$ cat config.mk
export PLATFORM = sky130hd
export DESIGN_NAME = stack_core
export DESIGN_NICKNAME = d
export VERILOG_FILES = /design/src/design/stack_pkg.sv /design/src/design/bd_packer.sv /design/src/design/bd_unpacker.sv /design/src/design/flit_switch.sv /design/src/design/link_fifo.sv /design/src/design/route_ctrl.sv /design/src/design/stack_core.sv
export SDC_FILE = /design/constraint.sdc
export NUM_CORES = 1
export LEC_CHECK = 0
export BUFFER_PORTS_ARGS = -buffer_cell sky130_fd_sc_hd__buf_2
export CORE_AREA = 2 2 146 148
export DETAILED_ROUTE_END_ITERATION = 6
export DIE_AREA = 0 0 148 150
export PLACE_DENSITY = 0.71
export REMOVE_ABC_BUFFERS = 1
export SLEW_MARGIN = 10
export SYNTH_ARGS = -nofsm -noshare
export SYNTH_HDL_FRONTEND = slang
export SYNTH_SLANG_ARGS = --single-unit
$ cat constraint.sdc
create_clock -name osc -period 3.6 [get_ports osc]
set_input_delay 0 -clock osc [delete_from_list [all_inputs] [get_ports osc]]
set_output_delay 0 -clock osc [all_outputs]
set_load 0.03 [all_outputs]
$ cat src/design/stack_pkg.sv
package stack_pkg;

	// flit geometry
	localparam int FLIT_W = 11;  // tail + 10 bits
	localparam int HOP_W = 3;
	localparam int TAG_W = 7;
	localparam int PAY_W = 10;  // payload, also the low part of a header

	// chip side words
	localparam int BD_OUT_W = 21;  // last bit + two 10 bit fields
	localparam int BD_IN_W = 34;  // dir, hop, tag, spare, two payload halves
	localparam int BD_DIR_BIT = 33;  // 0 goes up, 1 goes down
	localparam int BD_HOP_LSB = 30;  // hop in 32:30
	localparam int BD_TAG_LSB = 23;  // tag in 29:23
	localparam int BD_LAST_BIT = 20;  // marks the final word of a packet

	localparam int FIFO_DEPTH = 4;  // per incoming link

	// sources feeding the switch
	localparam logic [1:0] SRC_BOT = 2'd0;
	localparam logic [1:0] SRC_TOP = 2'd1;
	localparam logic [1:0] SRC_BD = 2'd2;

	// destination slots, index into move / dest_free
	localparam int DST_TOP = 0;
	localparam int DST_BOT = 1;
	localparam int DST_PK = 2;

	localparam int NUM_PORTS = 3;  // three sources, three destinations

	// one flit word, read as header on the first flit and as payload after it
	typedef union packed {
		struct packed {
			logic tail;
			logic [HOP_W-1:0] hop;  // boards still to cross
			logic [TAG_W-1:0] tag;
		} hdr;
		struct packed {
			logic tail;
			logic [PAY_W-1:0] data;
		} pay;
	} flit_u;

endpackage

$ cat src/design/bd_packer.sv
module bd_packer (
	input  logic                          osc,
	input  logic                          rst_n,
	input  stack_pkg::flit_u              pk_flit,
	input  logic                          pk_valid,
	input  logic                          bd_out_ready,
	output logic                          pk_ready,
	output logic [stack_pkg::BD_OUT_W-1:0] bd_out_data,
	output logic                          bd_out_valid
);

	logic [stack_pkg::PAY_W-1:0] hi_q;  // first flit of a pair
	logic have_hi;
	logic take;
	logic [stack_pkg::BD_OUT_W-1:0] word_nxt;

	// any flit may finish a word, so the word register must be free
	assign pk_ready = !bd_out_valid || bd_out_ready;
	assign take = pk_valid && pk_ready;

	always_comb begin
		word_nxt = '0;
		word_nxt[stack_pkg::BD_LAST_BIT] = pk_flit.pay.tail;
		if (have_hi) begin
			word_nxt[stack_pkg::PAY_W +: stack_pkg::PAY_W] = hi_q;
			word_nxt[0 +: stack_pkg::PAY_W] = pk_flit.pay.data;
		end else begin
			word_nxt[stack_pkg::PAY_W +: stack_pkg::PAY_W] = pk_flit.pay.data;  // low half stays 0
		end
	end

	always_ff @(posedge osc) begin
		if (take) begin
			if (!have_hi)
				hi_q <= pk_flit.pay.data;
			if (have_hi || pk_flit.pay.tail)
				bd_out_data <= word_nxt;
		end
	end

	always_ff @(posedge osc or negedge rst_n) begin
		if (!rst_n) begin
			have_hi <= 1'b0;
			bd_out_valid <= 1'b0;
		end else begin
			if (bd_out_valid && bd_out_ready)
				bd_out_valid <= 1'b0;  // word taken by the chip
			if (take) begin
				if (have_hi || pk_flit.pay.tail)
					bd_out_valid <= 1'b1;  // pair done, or odd tail
				have_hi <= !have_hi && !pk_flit.pay.tail;
			end
		end
	end

endmodule

$ cat src/design/bd_unpacker.sv
module bd_unpacker (
	input  logic                         osc,
	input  logic                         rst_n,
	input  logic [stack_pkg::BD_IN_W-1:0] bd_in_data,
	input  logic                         bd_in_valid,
	input  logic                         bd_pop,
	output logic                         bd_in_ready,
	output stack_pkg::flit_u             bd_flit,
	output logic                         bd_flit_valid,
	output logic                         bd_dir
);

	logic [stack_pkg::BD_IN_W-1:0] word_q;  // held chip word
	logic busy;
	logic [1:0] phase;  // header, high half, low half

	assign bd_in_ready = !busy;  // one word at a time
	assign bd_flit_valid = busy;
	assign bd_dir = word_q[stack_pkg::BD_DIR_BIT];

	always_comb begin
		bd_flit = '0;
		case (phase)
			2'd0: begin
				bd_flit.hdr.hop = word_q[stack_pkg::BD_HOP_LSB +: stack_pkg::HOP_W];
				bd_flit.hdr.tag = word_q[stack_pkg::BD_TAG_LSB +: stack_pkg::TAG_W];
			end
			2'd1: bd_flit.pay.data = word_q[stack_pkg::PAY_W +: stack_pkg::PAY_W];
			default: begin
				bd_flit.pay.tail = 1'b1;  // low half closes the packet
				bd_flit.pay.data = word_q[0 +: stack_pkg::PAY_W];
			end
		endcase
	end

	always_ff @(posedge osc) begin
		if (bd_in_valid && bd_in_ready)
			word_q <= bd_in_data;
	end

	always_ff @(posedge osc or negedge rst_n) begin
		if (!rst_n) begin
			busy <= 1'b0;
			phase <= 2'd0;
		end else if (bd_in_valid && bd_in_ready) begin
			busy <= 1'b1;
			phase <= 2'd0;
		end else if (bd_pop) begin
			if (phase == 2'd2) begin
				busy <= 1'b0;  // all three flits gone
				phase <= 2'd0;
			end else begin
				phase <= phase + 2'd1;
			end
		end
	end

endmodule

$ cat src/design/flit_switch.sv
module flit_switch (
	input  logic             osc,
	input  logic             rst_n,
	input  stack_pkg::flit_u bot_head,
	input  stack_pkg::flit_u top_head,
	input  stack_pkg::flit_u bd_flit,
	input  logic [1:0]       top_sel,
	input  logic [1:0]       bot_sel,
	input  logic [1:0]       pk_sel,
	input  logic [2:0]       move,
	input  logic             top_out_ready,
	input  logic             bot_out_ready,
	input  logic             pk_ready,
	output stack_pkg::flit_u top_out,
	output logic             top_out_valid,
	output stack_pkg::flit_u bot_out,
	output logic             bot_out_valid,
	output stack_pkg::flit_u pk_flit,
	output logic             pk_valid,
	output logic [2:0]       dest_free
);

	stack_pkg::flit_u out_q [stack_pkg::NUM_PORTS];  // output registers
	stack_pkg::flit_u nxt [stack_pkg::NUM_PORTS];
	logic [1:0] sel [stack_pkg::NUM_PORTS];
	logic [2:0] out_v;
	logic [2:0] out_rdy;
	logic [2:0] hdr_next;  // next flit on this output opens a packet

	always_comb begin
		sel[stack_pkg::DST_TOP] = top_sel;
		sel[stack_pkg::DST_BOT] = bot_sel;
		sel[stack_pkg::DST_PK] = pk_sel;
		out_rdy[stack_pkg::DST_TOP] = top_out_ready;
		out_rdy[stack_pkg::DST_BOT] = bot_out_ready;
		out_rdy[stack_pkg::DST_PK] = pk_ready;
		for (int d = 0; d < stack_pkg::NUM_PORTS; d++) begin
			case (sel[d])
				stack_pkg::SRC_BOT: nxt[d] = bot_head;
				stack_pkg::SRC_TOP: nxt[d] = top_head;
				default: nxt[d] = bd_flit;
			endcase
			// one board crossed, only for link to link headers
			if (hdr_next[d] && d != stack_pkg::DST_PK && sel[d] != stack_pkg::SRC_BD)
				nxt[d].hdr.hop = nxt[d].hdr.hop - 1'b1;
		end
	end

	assign dest_free = ~out_v | out_rdy;  // empty, or emptied this cycle

	always_ff @(posedge osc) begin
		for (int d = 0; d < stack_pkg::NUM_PORTS; d++)
			if (move[d])
				out_q[d] <= nxt[d];
	end

	always_ff @(posedge osc or negedge rst_n) begin
		if (!rst_n) begin
			out_v <= '0;
			hdr_next <= '1;  // first flit after reset is a header
		end else begin
			for (int d = 0; d < stack_pkg::NUM_PORTS; d++) begin
				if (move[d]) begin
					out_v[d] <= 1'b1;
					hdr_next[d] <= nxt[d].hdr.tail;
				end else if (out_rdy[d]) begin
					out_v[d] <= 1'b0;
				end
			end
		end
	end

	assign top_out = out_q[stack_pkg::DST_TOP];
	assign top_out_valid = out_v[stack_pkg::DST_TOP];
	assign bot_out = out_q[stack_pkg::DST_BOT];
	assign bot_out_valid = out_v[stack_pkg::DST_BOT];
	assign pk_flit = out_q[stack_pkg::DST_PK];
	assign pk_valid = out_v[stack_pkg::DST_PK];

endmodule

$ cat src/design/link_fifo.sv
module link_fifo #(
	parameter int depth = stack_pkg::FIFO_DEPTH  // power of two
) (
	input  logic             osc,
	input  logic             rst_n,
	input  stack_pkg::flit_u in,
	input  logic             in_valid,
	input  logic             pop,        // from route_ctrl, only with head_valid
	output logic             in_ready,
	output stack_pkg::flit_u head,
	output logic             head_valid
);

	localparam int PW = $clog2(depth) + 1;  // pointer plus wrap bit

	stack_pkg::flit_u mem [depth];  // flit storage
	logic [PW-1:0] wr_ptr;
	logic [PW-1:0] rd_ptr;
	logic [PW-1:0] fill;  // entries held
	logic wr_en;

	assign fill = wr_ptr - rd_ptr;
	assign in_ready = fill != PW'(depth);  // low only when full
	assign head_valid = fill != '0;
	assign wr_en = in_valid && in_ready;

	// head falls straight out of storage
	assign head = mem[rd_ptr % depth];

	always_ff @(posedge osc) begin
		if (wr_en)
			mem[wr_ptr % depth] <= in;  // seen at head next cycle
	end

	always_ff @(posedge osc or negedge rst_n) begin
		if (!rst_n) begin
			wr_ptr <= '0;
			rd_ptr <= '0;
		end else begin
			if (wr_en)
				wr_ptr <= wr_ptr + 1'b1;
			if (pop)
				rd_ptr <= rd_ptr + 1'b1;  // wraps with the extra bit
		end
	end

endmodule

$ cat src/design/route_ctrl.sv
module route_ctrl (
	input  logic             osc,
	input  logic             rst_n,
	input  stack_pkg::flit_u bot_head,
	input  logic             bot_head_valid,
	input  stack_pkg::flit_u top_head,
	input  logic             top_head_valid,
	input  stack_pkg::flit_u bd_flit,
	input  logic             bd_flit_valid,
	input  logic             bd_dir,        // chip packet direction, 1 is down
	input  logic [2:0]       dest_free,     // output register can take a flit
	output logic             bot_pop,
	output logic             top_pop,
	output logic             bd_pop,
	output logic [1:0]       top_sel,
	output logic [1:0]       bot_sel,
	output logic [1:0]       pk_sel,
	output logic [2:0]       move
);

	stack_pkg::flit_u src_flit [stack_pkg::NUM_PORTS];
	logic [2:0] src_valid;
	logic [1:0] hdr_dst [stack_pkg::NUM_PORTS];  // destination read from a header
	logic [2:0] src_busy;  // source is mid packet
	logic [1:0] src_route [stack_pkg::NUM_PORTS];  // locked destination per source
	logic [2:0] dst_lock;  // some source owns this output
	logic [1:0] dst_owner [stack_pkg::NUM_PORTS];
	logic [1:0] rr_last [stack_pkg::NUM_PORTS];  // last header winner per output
	logic [2:0] cand [stack_pkg::NUM_PORTS];  // headers asking for each output
	logic [1:0] sel [stack_pkg::NUM_PORTS];
	logic [2:0] pop;

	// next requester after last, wrapping over the three sources
	function automatic logic [1:0] rr_pick(input logic [2:0] req, input logic [1:0] last);
		logic [1:0] pick;
		logic [1:0] idx;
		pick = last;
		for (int k = stack_pkg::NUM_PORTS; k >= 1; k--) begin
			idx = 2'((int'(last) + k) % stack_pkg::NUM_PORTS);
			if (req[idx])
				pick = idx;  // closest one wins, k = 1 last
		end
		return pick;
	endfunction

	always_comb begin
		src_flit[stack_pkg::SRC_BOT] = bot_head;
		src_flit[stack_pkg::SRC_TOP] = top_head;
		src_flit[stack_pkg::SRC_BD] = bd_flit;
		src_valid[stack_pkg::SRC_BOT] = bot_head_valid;
		src_valid[stack_pkg::SRC_TOP] = top_head_valid;
		src_valid[stack_pkg::SRC_BD] = bd_flit_valid;

		// hop zero stops here, anything else keeps climbing or falling
		hdr_dst[stack_pkg::SRC_BOT] = (bot_head.hdr.hop == '0) ? 2'(stack_pkg::DST_PK)
			: 2'(stack_pkg::DST_TOP);
		hdr_dst[stack_pkg::SRC_TOP] = (top_head.hdr.hop == '0) ? 2'(stack_pkg::DST_PK)
			: 2'(stack_pkg::DST_BOT);
		hdr_dst[stack_pkg::SRC_BD] = bd_dir ? 2'(stack_pkg::DST_BOT) : 2'(stack_pkg::DST_TOP);

		// output side view of the per source locks
		dst_lock = '0;
		for (int d = 0; d < stack_pkg::NUM_PORTS; d++)
			dst_owner[d] = stack_pkg::SRC_BOT;
		for (int s = 0; s < stack_pkg::NUM_PORTS; s++) begin
			for (int d = 0; d < stack_pkg::NUM_PORTS; d++) begin
				if (src_busy[s] && src_route[s] == 2'(d)) begin
					dst_lock[d] = 1'b1;
					dst_owner[d] = 2'(s);
				end
			end
		end

		pop = '0;
		for (int d = 0; d < stack_pkg::NUM_PORTS; d++) begin
			for (int s = 0; s < stack_pkg::NUM_PORTS; s++)
				cand[d][s] = src_valid[s] && !src_busy[s] && hdr_dst[s] == 2'(d);
			sel[d] = dst_lock[d] ? dst_owner[d] : rr_pick(cand[d], rr_last[d]);
			// locked output only serves its owner, a free one takes a header
			move[d] = dest_free[d] && (dst_lock[d] ? src_valid[dst_owner[d]] : |cand[d]);
			if (move[d])
				pop[sel[d]] = 1'b1;
		end
	end

	always_ff @(posedge osc or negedge rst_n) begin
		if (!rst_n) begin
			src_busy <= '0;
			for (int i = 0; i < stack_pkg::NUM_PORTS; i++) begin
				src_route[i] <= 2'(stack_pkg::DST_TOP);
				rr_last[i] <= stack_pkg::SRC_BD;  // bot gets first pick
			end
		end else begin
			for (int d = 0; d < stack_pkg::NUM_PORTS; d++) begin
				if (move[d]) begin
					if (!dst_lock[d])
						rr_last[d] <= sel[d];  // pointer moves only at a header
					src_busy[sel[d]] <= !src_flit[sel[d]].hdr.tail;  // tail frees the route
					src_route[sel[d]] <= 2'(d);
				end
			end
		end
	end

	assign top_sel = sel[stack_pkg::DST_TOP];
	assign bot_sel = sel[stack_pkg::DST_BOT];
	assign pk_sel = sel[stack_pkg::DST_PK];
	assign bot_pop = pop[stack_pkg::SRC_BOT];
	assign top_pop = pop[stack_pkg::SRC_TOP];
	assign bd_pop = pop[stack_pkg::SRC_BD];

endmodule

$ cat src/design/stack_core.sv
module stack_core (
	input  logic                          osc,
	input  logic                          rst_n,
	// link to the board above
	input  logic [stack_pkg::FLIT_W-1:0]   top_in,
	input  logic                          top_in_valid,
	output logic                          top_in_ready,
	output logic [stack_pkg::FLIT_W-1:0]   top_out,
	output logic                          top_out_valid,
	input  logic                          top_out_ready,
	// link to the board below
	input  logic [stack_pkg::FLIT_W-1:0]   bot_in,
	input  logic                          bot_in_valid,
	output logic                          bot_in_ready,
	output logic [stack_pkg::FLIT_W-1:0]   bot_out,
	output logic                          bot_out_valid,
	input  logic                          bot_out_ready,
	// local chip
	output logic [stack_pkg::BD_OUT_W-1:0] bd_out_data,
	output logic                          bd_out_valid,
	input  logic                          bd_out_ready,
	input  logic [stack_pkg::BD_IN_W-1:0]  bd_in_data,
	input  logic                          bd_in_valid,
	output logic                          bd_in_ready
);

	stack_pkg::flit_u bot_head, top_head, bd_flit, pk_flit;
	logic bot_head_valid, top_head_valid, bd_flit_valid, bd_dir;
	logic bot_pop, top_pop, bd_pop;
	logic [1:0] top_sel, bot_sel, pk_sel;
	logic [2:0] move, dest_free;
	logic pk_valid, pk_ready;

	link_fifo i_bot_fifo (
		.osc(osc), .rst_n(rst_n),
		.in(bot_in), .in_valid(bot_in_valid), .pop(bot_pop),
		.in_ready(bot_in_ready), .head(bot_head), .head_valid(bot_head_valid)
	);

	link_fifo i_top_fifo (
		.osc(osc), .rst_n(rst_n),
		.in(top_in), .in_valid(top_in_valid), .pop(top_pop),
		.in_ready(top_in_ready), .head(top_head), .head_valid(top_head_valid)
	);

	route_ctrl i_route_ctrl (
		.osc(osc), .rst_n(rst_n),
		.bot_head(bot_head), .bot_head_valid(bot_head_valid),
		.top_head(top_head), .top_head_valid(top_head_valid),
		.bd_flit(bd_flit), .bd_flit_valid(bd_flit_valid), .bd_dir(bd_dir),
		.dest_free(dest_free),
		.bot_pop(bot_pop), .top_pop(top_pop), .bd_pop(bd_pop),
		.top_sel(top_sel), .bot_sel(bot_sel), .pk_sel(pk_sel), .move(move)
	);

	flit_switch i_flit_switch (
		.osc(osc), .rst_n(rst_n),
		.bot_head(bot_head), .top_head(top_head), .bd_flit(bd_flit),
		.top_sel(top_sel), .bot_sel(bot_sel), .pk_sel(pk_sel), .move(move),
		.top_out_ready(top_out_ready), .bot_out_ready(bot_out_ready), .pk_ready(pk_ready),
		.top_out(top_out), .top_out_valid(top_out_valid),
		.bot_out(bot_out), .bot_out_valid(bot_out_valid),
		.pk_flit(pk_flit), .pk_valid(pk_valid), .dest_free(dest_free)
	);

	bd_packer i_bd_packer (
		.osc(osc), .rst_n(rst_n),
		.pk_flit(pk_flit), .pk_valid(pk_valid), .bd_out_ready(bd_out_ready),
		.pk_ready(pk_ready), .bd_out_data(bd_out_data), .bd_out_valid(bd_out_valid)
	);

	bd_unpacker i_bd_unpacker (
		.osc(osc), .rst_n(rst_n),
		.bd_in_data(bd_in_data), .bd_in_valid(bd_in_valid), .bd_pop(bd_pop),
		.bd_in_ready(bd_in_ready), .bd_flit(bd_flit), .bd_flit_valid(bd_flit_valid),
		.bd_dir(bd_dir)
	);

endmodule

=== After elaboration in Yosys (flattened, before gate mapping) ===
Memories as Yosys holds them, arrays and structs flattened.
Index checks and enable logic that the tools add are counted.

* Bits in writable memories: 121
* Memories kept: 3
* Register bits: 102
* Output and inout port bits: 49
* Word-level logic and storage cells: 318
* Input port bits: 64

* Reductions and logical operators: 78
* Bitwise operators: 18
* Mux-type cells: 123
* Divide/modulo/power cells: 9
* $add $sub $neg: 18
* $lt $le $gt $ge: 24
* Equality and inequality tests: 21

{| class="wikitable"
|+ Memories
! memory !! depth !! bits a word !! read ports !! clocked after memory_dff !! write ports !! RTL line !! RTL
|-
| i_bot_fifo.mem || 4 || 11 || 1 || 0 || 1 || link_fifo.sv:16 || <nowiki>stack_pkg::flit_u mem [depth];</nowiki>
|-
| i_top_fifo.mem || 4 || 11 || 1 || 0 || 1 || link_fifo.sv:16 ||
|-
| i_flit_switch.out_q || 3 || 11 || 3 || 0 || 3 || flit_switch.sv:23 || <nowiki>stack_pkg::flit_u out_q [stack_pkg::NUM_PORTS];</nowiki>
|}

{| class="wikitable"
|+ Operators by type and width
! cell !! count
|-
| 32-bit by 3-bit remainder unit with 32-bit output (second input constant) || 9
|-
| 11-bit binary-select mux with 2-bit select || 3
|-
| 11-bit 2-to-1 mux || 6
|-
| 11-bit one-hot mux with 2 select lines || 3
|-
| 1-bit 2-to-1 mux || 54
|-
| 2-bit 2-to-1 mux || 23
|-
| 2-bit by 3-bit less-than comparator with 1-bit output (second input constant) || 15
|-
| 1-bit logical AND || 38
|-
| 1-bit binary-select mux with 2-bit select || 12
|-
| 3-bit 2-to-1 mux || 8
|-
| 2-bit by 1-bit equality test with 1-bit output (second input constant) || 10
|-
| 2-bit zero test || 10
|-
| 10-bit one-hot mux with 2 select lines || 1
|-
| 2-bit by 2-bit adder with 3-bit output (second input constant) || 6
|-
| 6-bit 2-to-1 mux || 3
|-
| 3-bit bitwise OR || 5
|-
| 2-bit equality test (second input constant) || 7
|-
| 3-bit by 1-bit adder with 3-bit output (second input constant) || 4
|-
| 2-bit demux with 2-bit select || 3
|-
| 1-bit zero test || 10
|-
| 10-bit 2-to-1 mux || 1
|-
| 2-bit AND reduction || 5
|-
| 2-bit nonzero test || 5
|-
| 2-bit by 1-bit adder with 3-bit output (second input constant) || 3
|-
| other kinds (21) || 47
|}

=== Depth between registers and ports, before layout ===
Gate-level depths: netlist (run 1).
An unclocked memory read counts as a cell.

* Depth after elaboration: 23
* Depth in mapped cells: 15
* Gate-level depth less buffers: 13

=== Hierarchy ===
Synthesis (run 1) repeated with hierarchy kept, for this count alone.

* Cell total of the unflattened synthesis: 700
* Area total of the unflattened synthesis: 10128.5 µm²

{| class="wikitable"
|+ Modules (own cells, without submodules)
! module !! area an instance (µm²) !! cells an instance !! instances !! sequential area each (µm²)
|-
| link_fifo || 2001.9 || 94 || 2 || 1471.4
|-
| flit_switch || 2074.5 || 182 || 1 || 1118.6
|-
| route_ctrl || 1512.7 || 189 || 1 || 379.1
|-
| bd_unpacker || 1283.7 || 78 || 1 || 1006.0
|-
| bd_packer || 1253.7 || 63 || 1 || 980.9
|}

=== Least setup slack after synthesis (run 1) ===
OpenSTA, ideal clock, no wires.

* Path type: reg-to-reg
* Start point: register i_top_fifo.rd_ptr[1]
* End point: memory i_flit_switch.out_q[0][20] in the netlist's numbering (data pin)
* Path slack: -138 ps
* Required time: 3334 ps
* Cell stages (with the launch flop): 16
* Clock period less this slack: 3738 ps
* Data arrival time: 3472 ps
* Setup time: 266 ps
* Buffers on the path: 2
* Cell sequence: dfrtp_1 -> buf_1 -> inv_1 -> ha_1 -> and2_1 -> and3_1 -> nor4_2 -> a32oi_1 -> o21ai_0 -> and2_1 -> clkbuf_1 -> mux2_2 -> ha_1 -> nand3_1 -> xnor2_1 -> mux2i_1

{| class="wikitable"
|+ RTL lines
! item !! RTL line !! RTL
|-
| start: declaration || link_fifo.sv:18 || <nowiki>logic [PW-1:0] rd_ptr;</nowiki>
|-
| start signal: assignment || link_fifo.sv:43 || <nowiki>rd_ptr <= rd_ptr + 1'b1;</nowiki>
|-
| end: declaration || flit_switch.sv:23 ||
|}

==> results.ini, run 1 <==
[status]
status = completed

[final_layout]
drive_gt1_frac = 0.281
diodes = 0
fin_area_sq_um = 12600
final_nets = 984
area_growth_pct = 25.0
utilization = 0.611
layout_commonest_cell = edfxtp_1
nFillCells = 1551
final_cell_mix = edfxtp_1 (183), buf_2 (109), dlygate4sd3_1 (60)

[routing]
wl_mm = 21.9
drc = 0
routed-via-count = 6356
wl_met1_mm = 9.94
dr.max_layer_used = met4
vias_per_cell = 5.35
detail-route-antenna-nets = 0
wl_met2_mm = 10.5
first_pass_iters = 4
initialDrtViolationCount = 398
met3_length_mm = 1.06
post_drt_wl_per_cell_microns = 18.4

[yosys]
ys.flop_type = edfxtp_1
ys_seq_elements = 220
netlist_instances = 696
ys_types = 74
ys_seq_area_frac = 0.635
ys_warn_count = 0
synth-edff-count = 183
ys_async_sr_fraction = 0.168
syn_avg_cell_area_sq_um = 14.5
syn_area_sq_um = 10100

[clocking]
cts_max_level = 1
path_clk_slew_ns = 0.06
cts_buffer_depth = 3
cts-root-buf = clkbuf_16
clock_latency_ns = 0.50
cts_tree = yes
cts_made_buffers = 24
cts.sink_count = 220

[power_and_ir_drop]
pwr-share-clk = 0.196
p_leak_nw = 4.86
switching_share = 0.389
power.internal_mw = 8.55
power_density_nw_per_um2 = 1110
p_seq_frac = 0.326
switchingPower_mw = 5.45
power_mw = 14.0
ir_worst_vdd_mv = 0.644
combinationalPowerShare = 0.478

[worst_setup_path]
cp-start-kind = register
cp.required_ns = 3.85
crit_slowest_cell = dfrtp_1
criticalPathCategory = register to register
cp.arrival_ns = 3.68
cp-end-kind = register
cp-startpoint = i_top_fifo.rd_ptr[0]
ff2ff_path_depth = 13
critPathMaxStageDelay_ns = 0.43
crit_chain = buf_12 > mux4_2 > nor3_1 > buf_4 > nor4_2 > a32oi_1 > o21ai_0 > and2_2 > mux2_2 > ha_1 > nand3_1 > xnor2_1 > mux2i_1
r2r_start = i_top_fifo.rd_ptr[0]
critPathMaxFanout = 12

[global_routing]
grt_pass1_vias = 6341
antenna_found_initial = 0
grt_first_pass_wirelength_mm = 34.3
grt_start_max_net_pins = 38
track_usage = 0.199
grt-ovfl-total = 0

[placed_design]
place_ws_ns = 0.0846
portBuffers = 109
place_area_sq_um = 11100
place_hpwl_mm = 15.3
gp_congestion = 0.851

[sta]
finalSetupTns_ns = 0
setup_viol = 0
slew_headroom = 0.398
slew_viol_final = 0
fmax_ghz = 0.292
hold_viol = 0
fin_crit_ns = 3.43
clock_skew_ns = 0.00744
worst_pin_slew_ns = 0.903
fin_crit_sh = 0.953
setup_ws_ns = 0.170
rsz0062_at_grt = yes

[run]
max_cap_violations = 0

[floorplanning]
chipHeight_microns = 150
die_area_sq_um = 22200
core_area_sq_um = 20700
initial_core_util = 0.489
die_x_microns = 148
io_pins = 113
rows = 53

[worst_hold_path]
hold_class = input pin to asynchronous set/reset pin

[cells by family after synthesis]
group / Yosys count / share of synthesized area
flip-flops: 220 / 0.635
AND/OR/NAND/NOR: 168 / 0.0886
AO/OA/AOI/OAI: 127 / 0.0916
multiplexers: 82 / 0.113
buffers and inverters: 53 / 0.0226
adder cells (fa/ha/maj): 26 / 0.0321
XOR/XNOR: 20 / 0.0173
[synth_stat cells, types with 9 or more instances]
cell type,n,share of area
mux2_2,28,0.031
clkbuf_1,13,0.0048
o21ai_0,18,0.0089
nand3_1,9,0.0044
mux2i_1,30,0.030
ha_1,26,0.032
and2_1,17,0.011
nand3b_1,12,0.0089
nor2_1,39,0.014
a21oi_1,50,0.025
mux4_2,21,0.047
edfxtp_1,183,0.54
nor2b_1,16,0.0099
dfrtp_1,32,0.079
and3_1,9,0.0056
nand2_1,37,0.014
a211oi_1,17,0.013
xor2_1,10,0.0087
xnor2_1,10,0.0087
inv_1,26,0.0096
[layout make-up]
| cell class | instances | area [sq um] | share of cell area |
|---|---|---|---|
| clock buffer | 35 | 703 | 0.0556 |
| clock inverter | 9 | 204 | 0.0161 |
| inverter | 26 | 97.6 | 0.00772 |
| multi-input combinational | 423 | 3470 | 0.274 |
| sequential | 220 | 6430 | 0.508 |
| tap | 275 | 344 | 0.0272 |
| timing repair buffer | 199 | 1400 | 0.111 |
[metrics by stage]
| step | cells | hold slack, ns |
|---|---|---|
| 2_1_floorplan | 669 | -0.296 |
| 3_3_place_gp | 1082 | 0.177 |
| 3_5_place_dp | 1082 | 0.178 |
| 4_1_cts | 1186 | 0.187 |
| 5_1_grt | 1187 | 0.198 |
| 6_report | 1187 | 0.166 |
[state kept, by name, indices dropped and copies added (netlist names)]
register                     count
i_bd_unpacker.bd_flit_valid      1
i_bd_packer.bd_out_data         21
i_top_fifo.mem                  44
i_bd_packer.hi_q                10
i_bd_unpacker.phase              2
i_top_fifo.wr_ptr                3
i_flit_switch.out_v              3
i_route_ctrl.src_busy            3
i_route_ctrl.rr_last             6
i_bot_fifo.rd_ptr                3
i_bd_unpacker.word_q            31
i_bot_fifo.mem                  44
i_bd_packer.bd_out_valid         1
i_bd_packer.have_hi              1
i_top_fifo.rd_ptr                3
i_flit_switch.hdr_next           2
i_flit_switch.out_q             33
i_bot_fifo.wr_ptr                3
i_route_ctrl.src_route           6
[power by group through the flow]
stage / logic (mW) / registers (mW) / clock network [mW]
after global placement: 6.49 / 4.57 / 0
after CTS: 6.65 / 4.57 / 2.78
final: 6.69 / 4.57 / 2.74
after global routing: 7.31 / 4.66 / 2.89
after floorplan: 4.03 / 5.13 / 0
after detailed placement: 6.57 / 4.61 / 0
[final timing paths]
path	end	slack (ns)
setup / recovery	i_flit_switch.out_q[0][20]	0.17
hold / removal	i_top_fifo.wr_ptr[1]	0.17
setup reg to reg	i_flit_switch.out_q[0][20]	0.17
hold reg to reg	i_bd_packer.bd_out_data[20]	0.47
max in group asynchronous	i_bot_fifo.rd_ptr[1]	2.80
min in group osc	i_bd_unpacker.word_q[33]	0.21
[metal layers]
metal  up-vias  GRT usage
met1      3092      0.276
met5         -          0
met4         0     0.0471
met2       182      0.334
met3        34     0.0284
li1       3048          -
[worst max-delay path, delay by kind of cell, from the launching register on]
kind | cells | cell delay (ns)
compound gates | 2 | 0.51
xor+xnor | 1 | 0.12
fa+ha+maj | 1 | 0.22
buf+inv | 2 | 0.32
flops | 1 | 0.43
mux | 3 | 0.85
simple gates | 4 | 0.74
[repair_timing]
| item | in CTS | in global routing |
|---|---|---|
| resized for setup | 0 | 7 |
| endpoints found under the hold margin | 164 | 0 |
| setup endpoints to repair | 0 | 7 |
| hold buffers | 60 | 0 |
| setup buffers | 0 | 1 |
No activity file was read; power rests on OpenSTA's default activity.
==> run 2: changes to the inputs <==
--- a/config.mk
+++ b/config.mk
@@ -6,10 +6,12 @@
 export NUM_CORES = 1
 export LEC_CHECK = 0
 export BUFFER_PORTS_ARGS = -buffer_cell sky130_fd_sc_hd__buf_2
-export CORE_AREA = 2 2 146 148
+export CELL_PAD_IN_SITES_DETAIL_PLACEMENT = 0
+export CELL_PAD_IN_SITES_GLOBAL_PLACEMENT = 1
+export CORE_AREA = 2 2 155 157
 export DETAILED_ROUTE_END_ITERATION = 6
-export DIE_AREA = 0 0 148 150
-export PLACE_DENSITY = 0.71
+export DIE_AREA = 0 0 157 159
+export PLACE_DENSITY_LB_ADDON = 0.1
 export REMOVE_ABC_BUFFERS = 1
 export SLEW_MARGIN = 10
 export SYNTH_ARGS = -nofsm -noshare
==> results.ini, run 2 (synthesis results as in run 1) <==
[sta]
setup_viol = 0
clock_skew_ns = 0.0123
hold_viol = 0
fmax_ghz = 0.290
worst_pin_slew_ns = 0.969
slew_viol_final = 0
fin_crit_sh = 0.956
slew_headroom = 0.354
fin_crit_ns = 3.44

[worst_setup_path]
cp-start-kind = register
crit_slowest_cell = o41ai_4
cp-startpoint = i_top_fifo.wr_ptr[0]
crit_chain = inv_1 > ha_1 > and2_1 > and3_1 > nor4_4 > a21oi_1 > o41ai_4 > buf_4 > nand4b_1 > o311ai_4 > buf_4 > a32o_1
r2r_start = i_top_fifo.wr_ptr[0]
critPathMaxFanout = 13
cp_top_family = compound AO/OA/AOI/OAI gates
cp_common_cell = buf_4
cp.required_ns = 4.01
cp-end-kind = register
critPathMaxStageDelay_ns = 0.52
criticalPathCategory = register to register
cp.arrival_ns = 3.86
cp.buffers_inverters = 3

[power_and_ir_drop]
p_leak_nw = 4.84
ir_worst_vdd_mv = 0.568
power_density_nw_per_um2 = 1100
combinationalPowerShare = 0.510
switching_share = 0.410
power_mw = 14.0
p_seq_frac = 0.328
power.internal_mw = 8.23
pwr-share-clk = 0.163
switchingPower_mw = 5.72

[final_layout]
stdcell_count = 1244
diodes = 0
drive_gt1_frac = 0.286
top_regs = i_bot_fifo.mem: 44 flops, i_top_fifo.mem: 44 flops, i_flit_switch.out_q: 33 flops
final_nets = 998
nFillCells = 1913
area_growth_pct = 24.9
layout_commonest_cell = edfxtp_1
final_cell_mix = edfxtp_1 (183), buf_2 (110), dlygate4sd3_1 (60)

[clocking]
cts_made_buffers = 25
cts_tree = yes
cts_max_level = 1
cts_buffer_depth = 3
path_clk_slew_ns = 0.07
cts.sink_count = 220
cts-root-buf = clkbuf_16
clock_latency_ns = 0.52

[routing]
initialDrtViolationCount = 334
post_drt_wl_per_cell_microns = 18.8
first_pass_iters = 4
vias_per_cell = 5.14
detail-route-antenna-nets = 0
routed-via-count = 6399
drc = 0
wl_mm = 23.4

[global_routing]
grt_first_pass_wirelength_mm = 35.9
grt-ovfl-total = 0
track_usage = 0.186
antenna_found_initial = 0
grt_pass1_vias = 6565
grt_start_max_net_pins = 38

[placed_design]
portBuffers = 109
place_hpwl_mm = 16.5
dp.cells = 1129
gp_congestion = 0.843

[floorplanning]
die_area_sq_um = 25000
rows = 56
initial_core_util = 0.436
chipHeight_microns = 159
io_pins = 113
core_area_sq_um = 23200
die_x_microns = 157

[worst_hold_path]
hold_class = input pin to asynchronous set/reset pin

[run]
max_cap_violations = 0

[status]
status = completed

[run 2: changes by cell type in the layout (fill, tap and decap cells not counted), sizes merged]
cell,change
buf,+13
clkinv,+10
clkbuf,-7
bufinv,-6
inv,+2
clkinvlp,+1
[run 2: what timing repair did]
item,4_1_cts,5_1_grt
hold buffers,60,0
buffers inserted,0,10
endpoints found under the setup margin,0,15
resized for setup,0,9
hold endpoints to repair,164,0
[run 2: final timing paths]
kind / slack, ns / to / depth (start not counted)
worst max-delay path: 0.16 / i_bot_fifo.rd_ptr[2] / 12
worst min-delay path: 0.18 / i_top_fifo.rd_ptr[0] / 2
worst max register to register: 0.16 / i_bot_fifo.rd_ptr[2] / 12
worst min register to register: 0.48 / i_bd_packer.bd_out_data[20] / 0
max in group asynchronous: 2.76 / i_bot_fifo.rd_ptr[0] / 2
min in group osc: 0.19 / i_bd_unpacker.word_q[24] / 2
[run 2: per-stage QoR]
stage / utilization / instance area [sq um] / hold slack, ns / TNS (ns) / setup slack (ns)
2_1_floorplan: - / 9990 / -0.296 / -5.57 / -0.715
3_3_place_gp: 0.483 / 11200 / 0.177 / 0 / 0.118
3_5_place_dp: 0.483 / 11200 / 0.178 / 0 / 0.0406
4_1_cts: 0.540 / 12500 / 0.163 / 0 / 0.0112
5_1_grt: 0.545 / 12600 / 0.179 / -0.0488 / -0.0388
6_report: 0.545 / 12600 / 0.176 / 0 / 0.157
[run 2: power by group through the flow]
stage	Sequential, mW	Combinational [mW]	Clock (mW)
after global routing	4.67	7.75	2.43
final	4.57	7.11	2.27
after detailed placement	4.62	6.76	0
after CTS	4.58	6.85	2.32
after global placement	4.60	6.64	0
after floorplan	5.13	4.03	0
[run 2: worst reg2reg max path: stages, from the launching register on]
cell and delay [ns]:
dfrtp_1 0.40, inv_1 0.10, ha_1 0.24, and2_1 0.17
and3_1 0.18, nor4_4 0.33, a21oi_1 0.18, o41ai_4 0.52
buf_4 0.32, nand4b_1 0.30, o311ai_4 0.19, buf_4 0.18
a32o_1 0.20
[run 2: routing by layer]
metal,part of all wire,wire length [microns],GRT usage,vias to the layer above
li1,-,-,-,3089
met1,0.46,10700,0.254,3112
met2,0.46,10800,0.296,142
met3,0.046,1080,0.0354,56
met4,0.037,870,0.0696,0
met5,0,0,0,-
[run 2: cell type report]
class                           count  area [sq um]  area share
Clock buffer                       28           637      0.0504
Timing Repair Buffer              212          1500       0.118
Sequential cell                   220          6430       0.509
Clock inverter                     16          87.6     0.00693
Inverter                           26          97.6     0.00772
Multi-Input combinational cell    423          3490       0.276
Tap cell                          319           399      0.0316
==> run 3: changes to the inputs <==
--- a/config.mk
+++ b/config.mk
@@ -8,9 +8,9 @@
 export BUFFER_PORTS_ARGS = -buffer_cell sky130_fd_sc_hd__buf_2
 export CELL_PAD_IN_SITES_DETAIL_PLACEMENT = 0
 export CELL_PAD_IN_SITES_GLOBAL_PLACEMENT = 1
-export CORE_AREA = 2 2 155 157
+export CORE_AREA = 2 2 146 148
 export DETAILED_ROUTE_END_ITERATION = 6
-export DIE_AREA = 0 0 157 159
+export DIE_AREA = 0 0 148 150
 export PLACE_DENSITY_LB_ADDON = 0.1
 export REMOVE_ABC_BUFFERS = 1
 export SLEW_MARGIN = 10
==> constraint.sdc (replaced) <==
create_clock -name osc -period 4.2 [get_ports osc]
set_input_delay 0 -clock osc [delete_from_list [all_inputs] [get_ports osc]]
set_output_delay 0 -clock osc [all_outputs]
set_load 0.03 [all_outputs]
==> results.ini, run 3 (synthesis results as in run 1) <==
[status]
status = completed

[worst_setup_path]
critPathMaxFanout = 16
cp_top_family = compound AO/OA/AOI/OAI gates
r2r_start = i_bot_fifo.rd_ptr[0]
cp-end-kind = register
critPathMaxStageDelay_ns = 0.61
ff2ff_path_depth = 12
criticalPathCategory = register to register
cp.buffers_inverters = 1
reg2reg_to = i_flit_switch.out_q[0][9]
cp.required_ns = 4.46
r2r_setup_slack_ns = 0.42
cp-start-kind = register
cp.arrival_ns = 4.04
crit_chain = mux4_2 > or3_1 > o211ai_2 > o311ai_1 > a22oi_1 > buf_4 > nand2_1 > o21ai_0 > ha_1 > nand3_1 > xnor2_1 > mux2i_1
crit_slowest_cell = mux4_2

[routing]
drc = 0
first_pass_iters = 4
post_drt_wl_per_cell_microns = 18.7
wl_met1_mm = 9.88
wl_met2_mm = 10.6
wl_mm = 22.0
dr.max_layer_used = met4
routed-via-count = 6315
met3_length_mm = 1.06
detail-route-antenna-nets = 0
initialDrtViolationCount = 320
vias_per_cell = 5.36

[final_layout]
stdcell_count = 1178
area_growth_pct = 22.8
diodes = 0
final_nets = 974
seq_area_sq_um = 6430
nFillCells = 1636
top_regs = i_bot_fifo.mem: 44 flops, i_top_fifo.mem: 44 flops, i_flit_switch.out_q: 33 flops
final_cell_mix = edfxtp_1 (183), buf_2 (109), dlygate4sd3_1 (60)
layout_commonest_cell = edfxtp_1
multi_input_area_sq_um = 3470
drive_gt1_frac = 0.267

[floorplanning]
die_area_sq_um = 22200
initial_core_util = 0.489
io_pins = 113
rows = 53
chipHeight_microns = 150
die_x_microns = 148
core_area_sq_um = 20700

[sta]
slew_viol_final = 0
fin_crit_ns = 3.78
hold_viol = 0
clock_skew_ns = 0.0105
setup_viol = 0
slew_headroom = 0.242
setup_ws_ns = 0.421
fin_crit_sh = 0.900
finalSetupTns_ns = 0
worst_pin_slew_ns = 1.14
fmax_ghz = 0.265
rsz0062_at_grt = no

[power_and_ir_drop]
p_leak_nw = 4.75
power_density_nw_per_um2 = 935
ir_worst_vdd_mv = 0.425
power_mw = 11.6

[run]
max_cap_violations = 0

[global_routing]
grt-ovfl-total = 0
grt_first_pass_wirelength_mm = 35.1
grt_pass1_vias = 6496
antenna_found_initial = 1
track_usage = 0.202
grt_start_max_net_pins = 38

[clocking]
cts_tree = yes
cts_buffer_depth = 3
path_clk_slew_ns = 0.06
cts_max_level = 1
cts.sink_count = 220
cts_made_buffers = 25
clock_latency_ns = 0.52
post_cts_buffers = 0
cts-root-buf = clkbuf_16

[placed_design]
portBuffers = 109
gp_congestion = 0.814
place_ws_ns = 0.381
dp.cells = 1072
place_hpwl_mm = 15.9

[worst_hold_path]
hold_class = input pin to asynchronous set/reset pin

## run 3: cell count changes in the layout (fill, tap and decap cells not counted), moves of 3 or more
cell | previous run | this run
buf_4 | 39 | 19
clkbuf_1 | 3 | 7
clkinv_1 | 7 | 0
clkinv_4 | 0 | 3
## run 3: final cells by class
type | instances | area share
clock buffer | 34 | 0.0547
clock inverter | 12 | 0.00987
multi-input combinational | 423 | 0.279
tap | 275 | 0.0277
inverter | 26 | 0.00785
sequential | 220 | 0.517
timing repair buffer | 188 | 0.104
## run 3: how the worst max path moves through the flow
stage                               from                        end  slack [ns]  depth (start not counted)
finish              i_bot_fifo.rd_ptr[0]  i_flit_switch.out_q[0][9]        0.42                         12
global route        i_bot_fifo.rd_ptr[0]  i_flit_switch.out_q[0][9]        0.06                         13
CTS                 i_bot_fifo.rd_ptr[0]  i_flit_switch.out_q[0][9]        0.36                         12
detailed placement  i_bot_fifo.rd_ptr[0]  i_flit_switch.out_q[0][9]        0.38                         12
global placement    i_bot_fifo.rd_ptr[0]  i_flit_switch.out_q[0][9]        0.49                         12
floorplan           i_bot_fifo.rd_ptr[0]  i_flit_switch.out_q[0][9]       -0.11                         11
## run 3: metal layers
layer  global-route usage  vias up
met4               0.0462        0
met1                0.278     3098
met5                    0        -
met2                0.343      156
li1                     -     3032
met3               0.0320       29
## run 3: power by group
part / switching, mW / leakage (nW) / internal (mW)
registers: 0.396 / 2.13 / 3.51
clock network: 0.869 / 0.391 / 1.22
logic: 3.49 / 2.23 / 2.14
total: 4.75 / 4.75 / 6.87
## run 3: repair_timing
| action | 4_1_cts | 5_1_grt |
|---|---|---|
| resized for setup | 0 | 0 |
| hold buffers | 60 | 0 |
| endpoints found under the hold margin | 164 | 0 |
## run 3: per-stage QoR
stage	util	hold slack (ns)	instance area, sq um
floorplan	-	-0.296	9990
global placement	0.533	0.177	11000
detailed placement	0.533	0.178	11000
CTS	0.601	0.170	12400
global route	0.601	0.178	12400
finish	0.601	0.163	12400
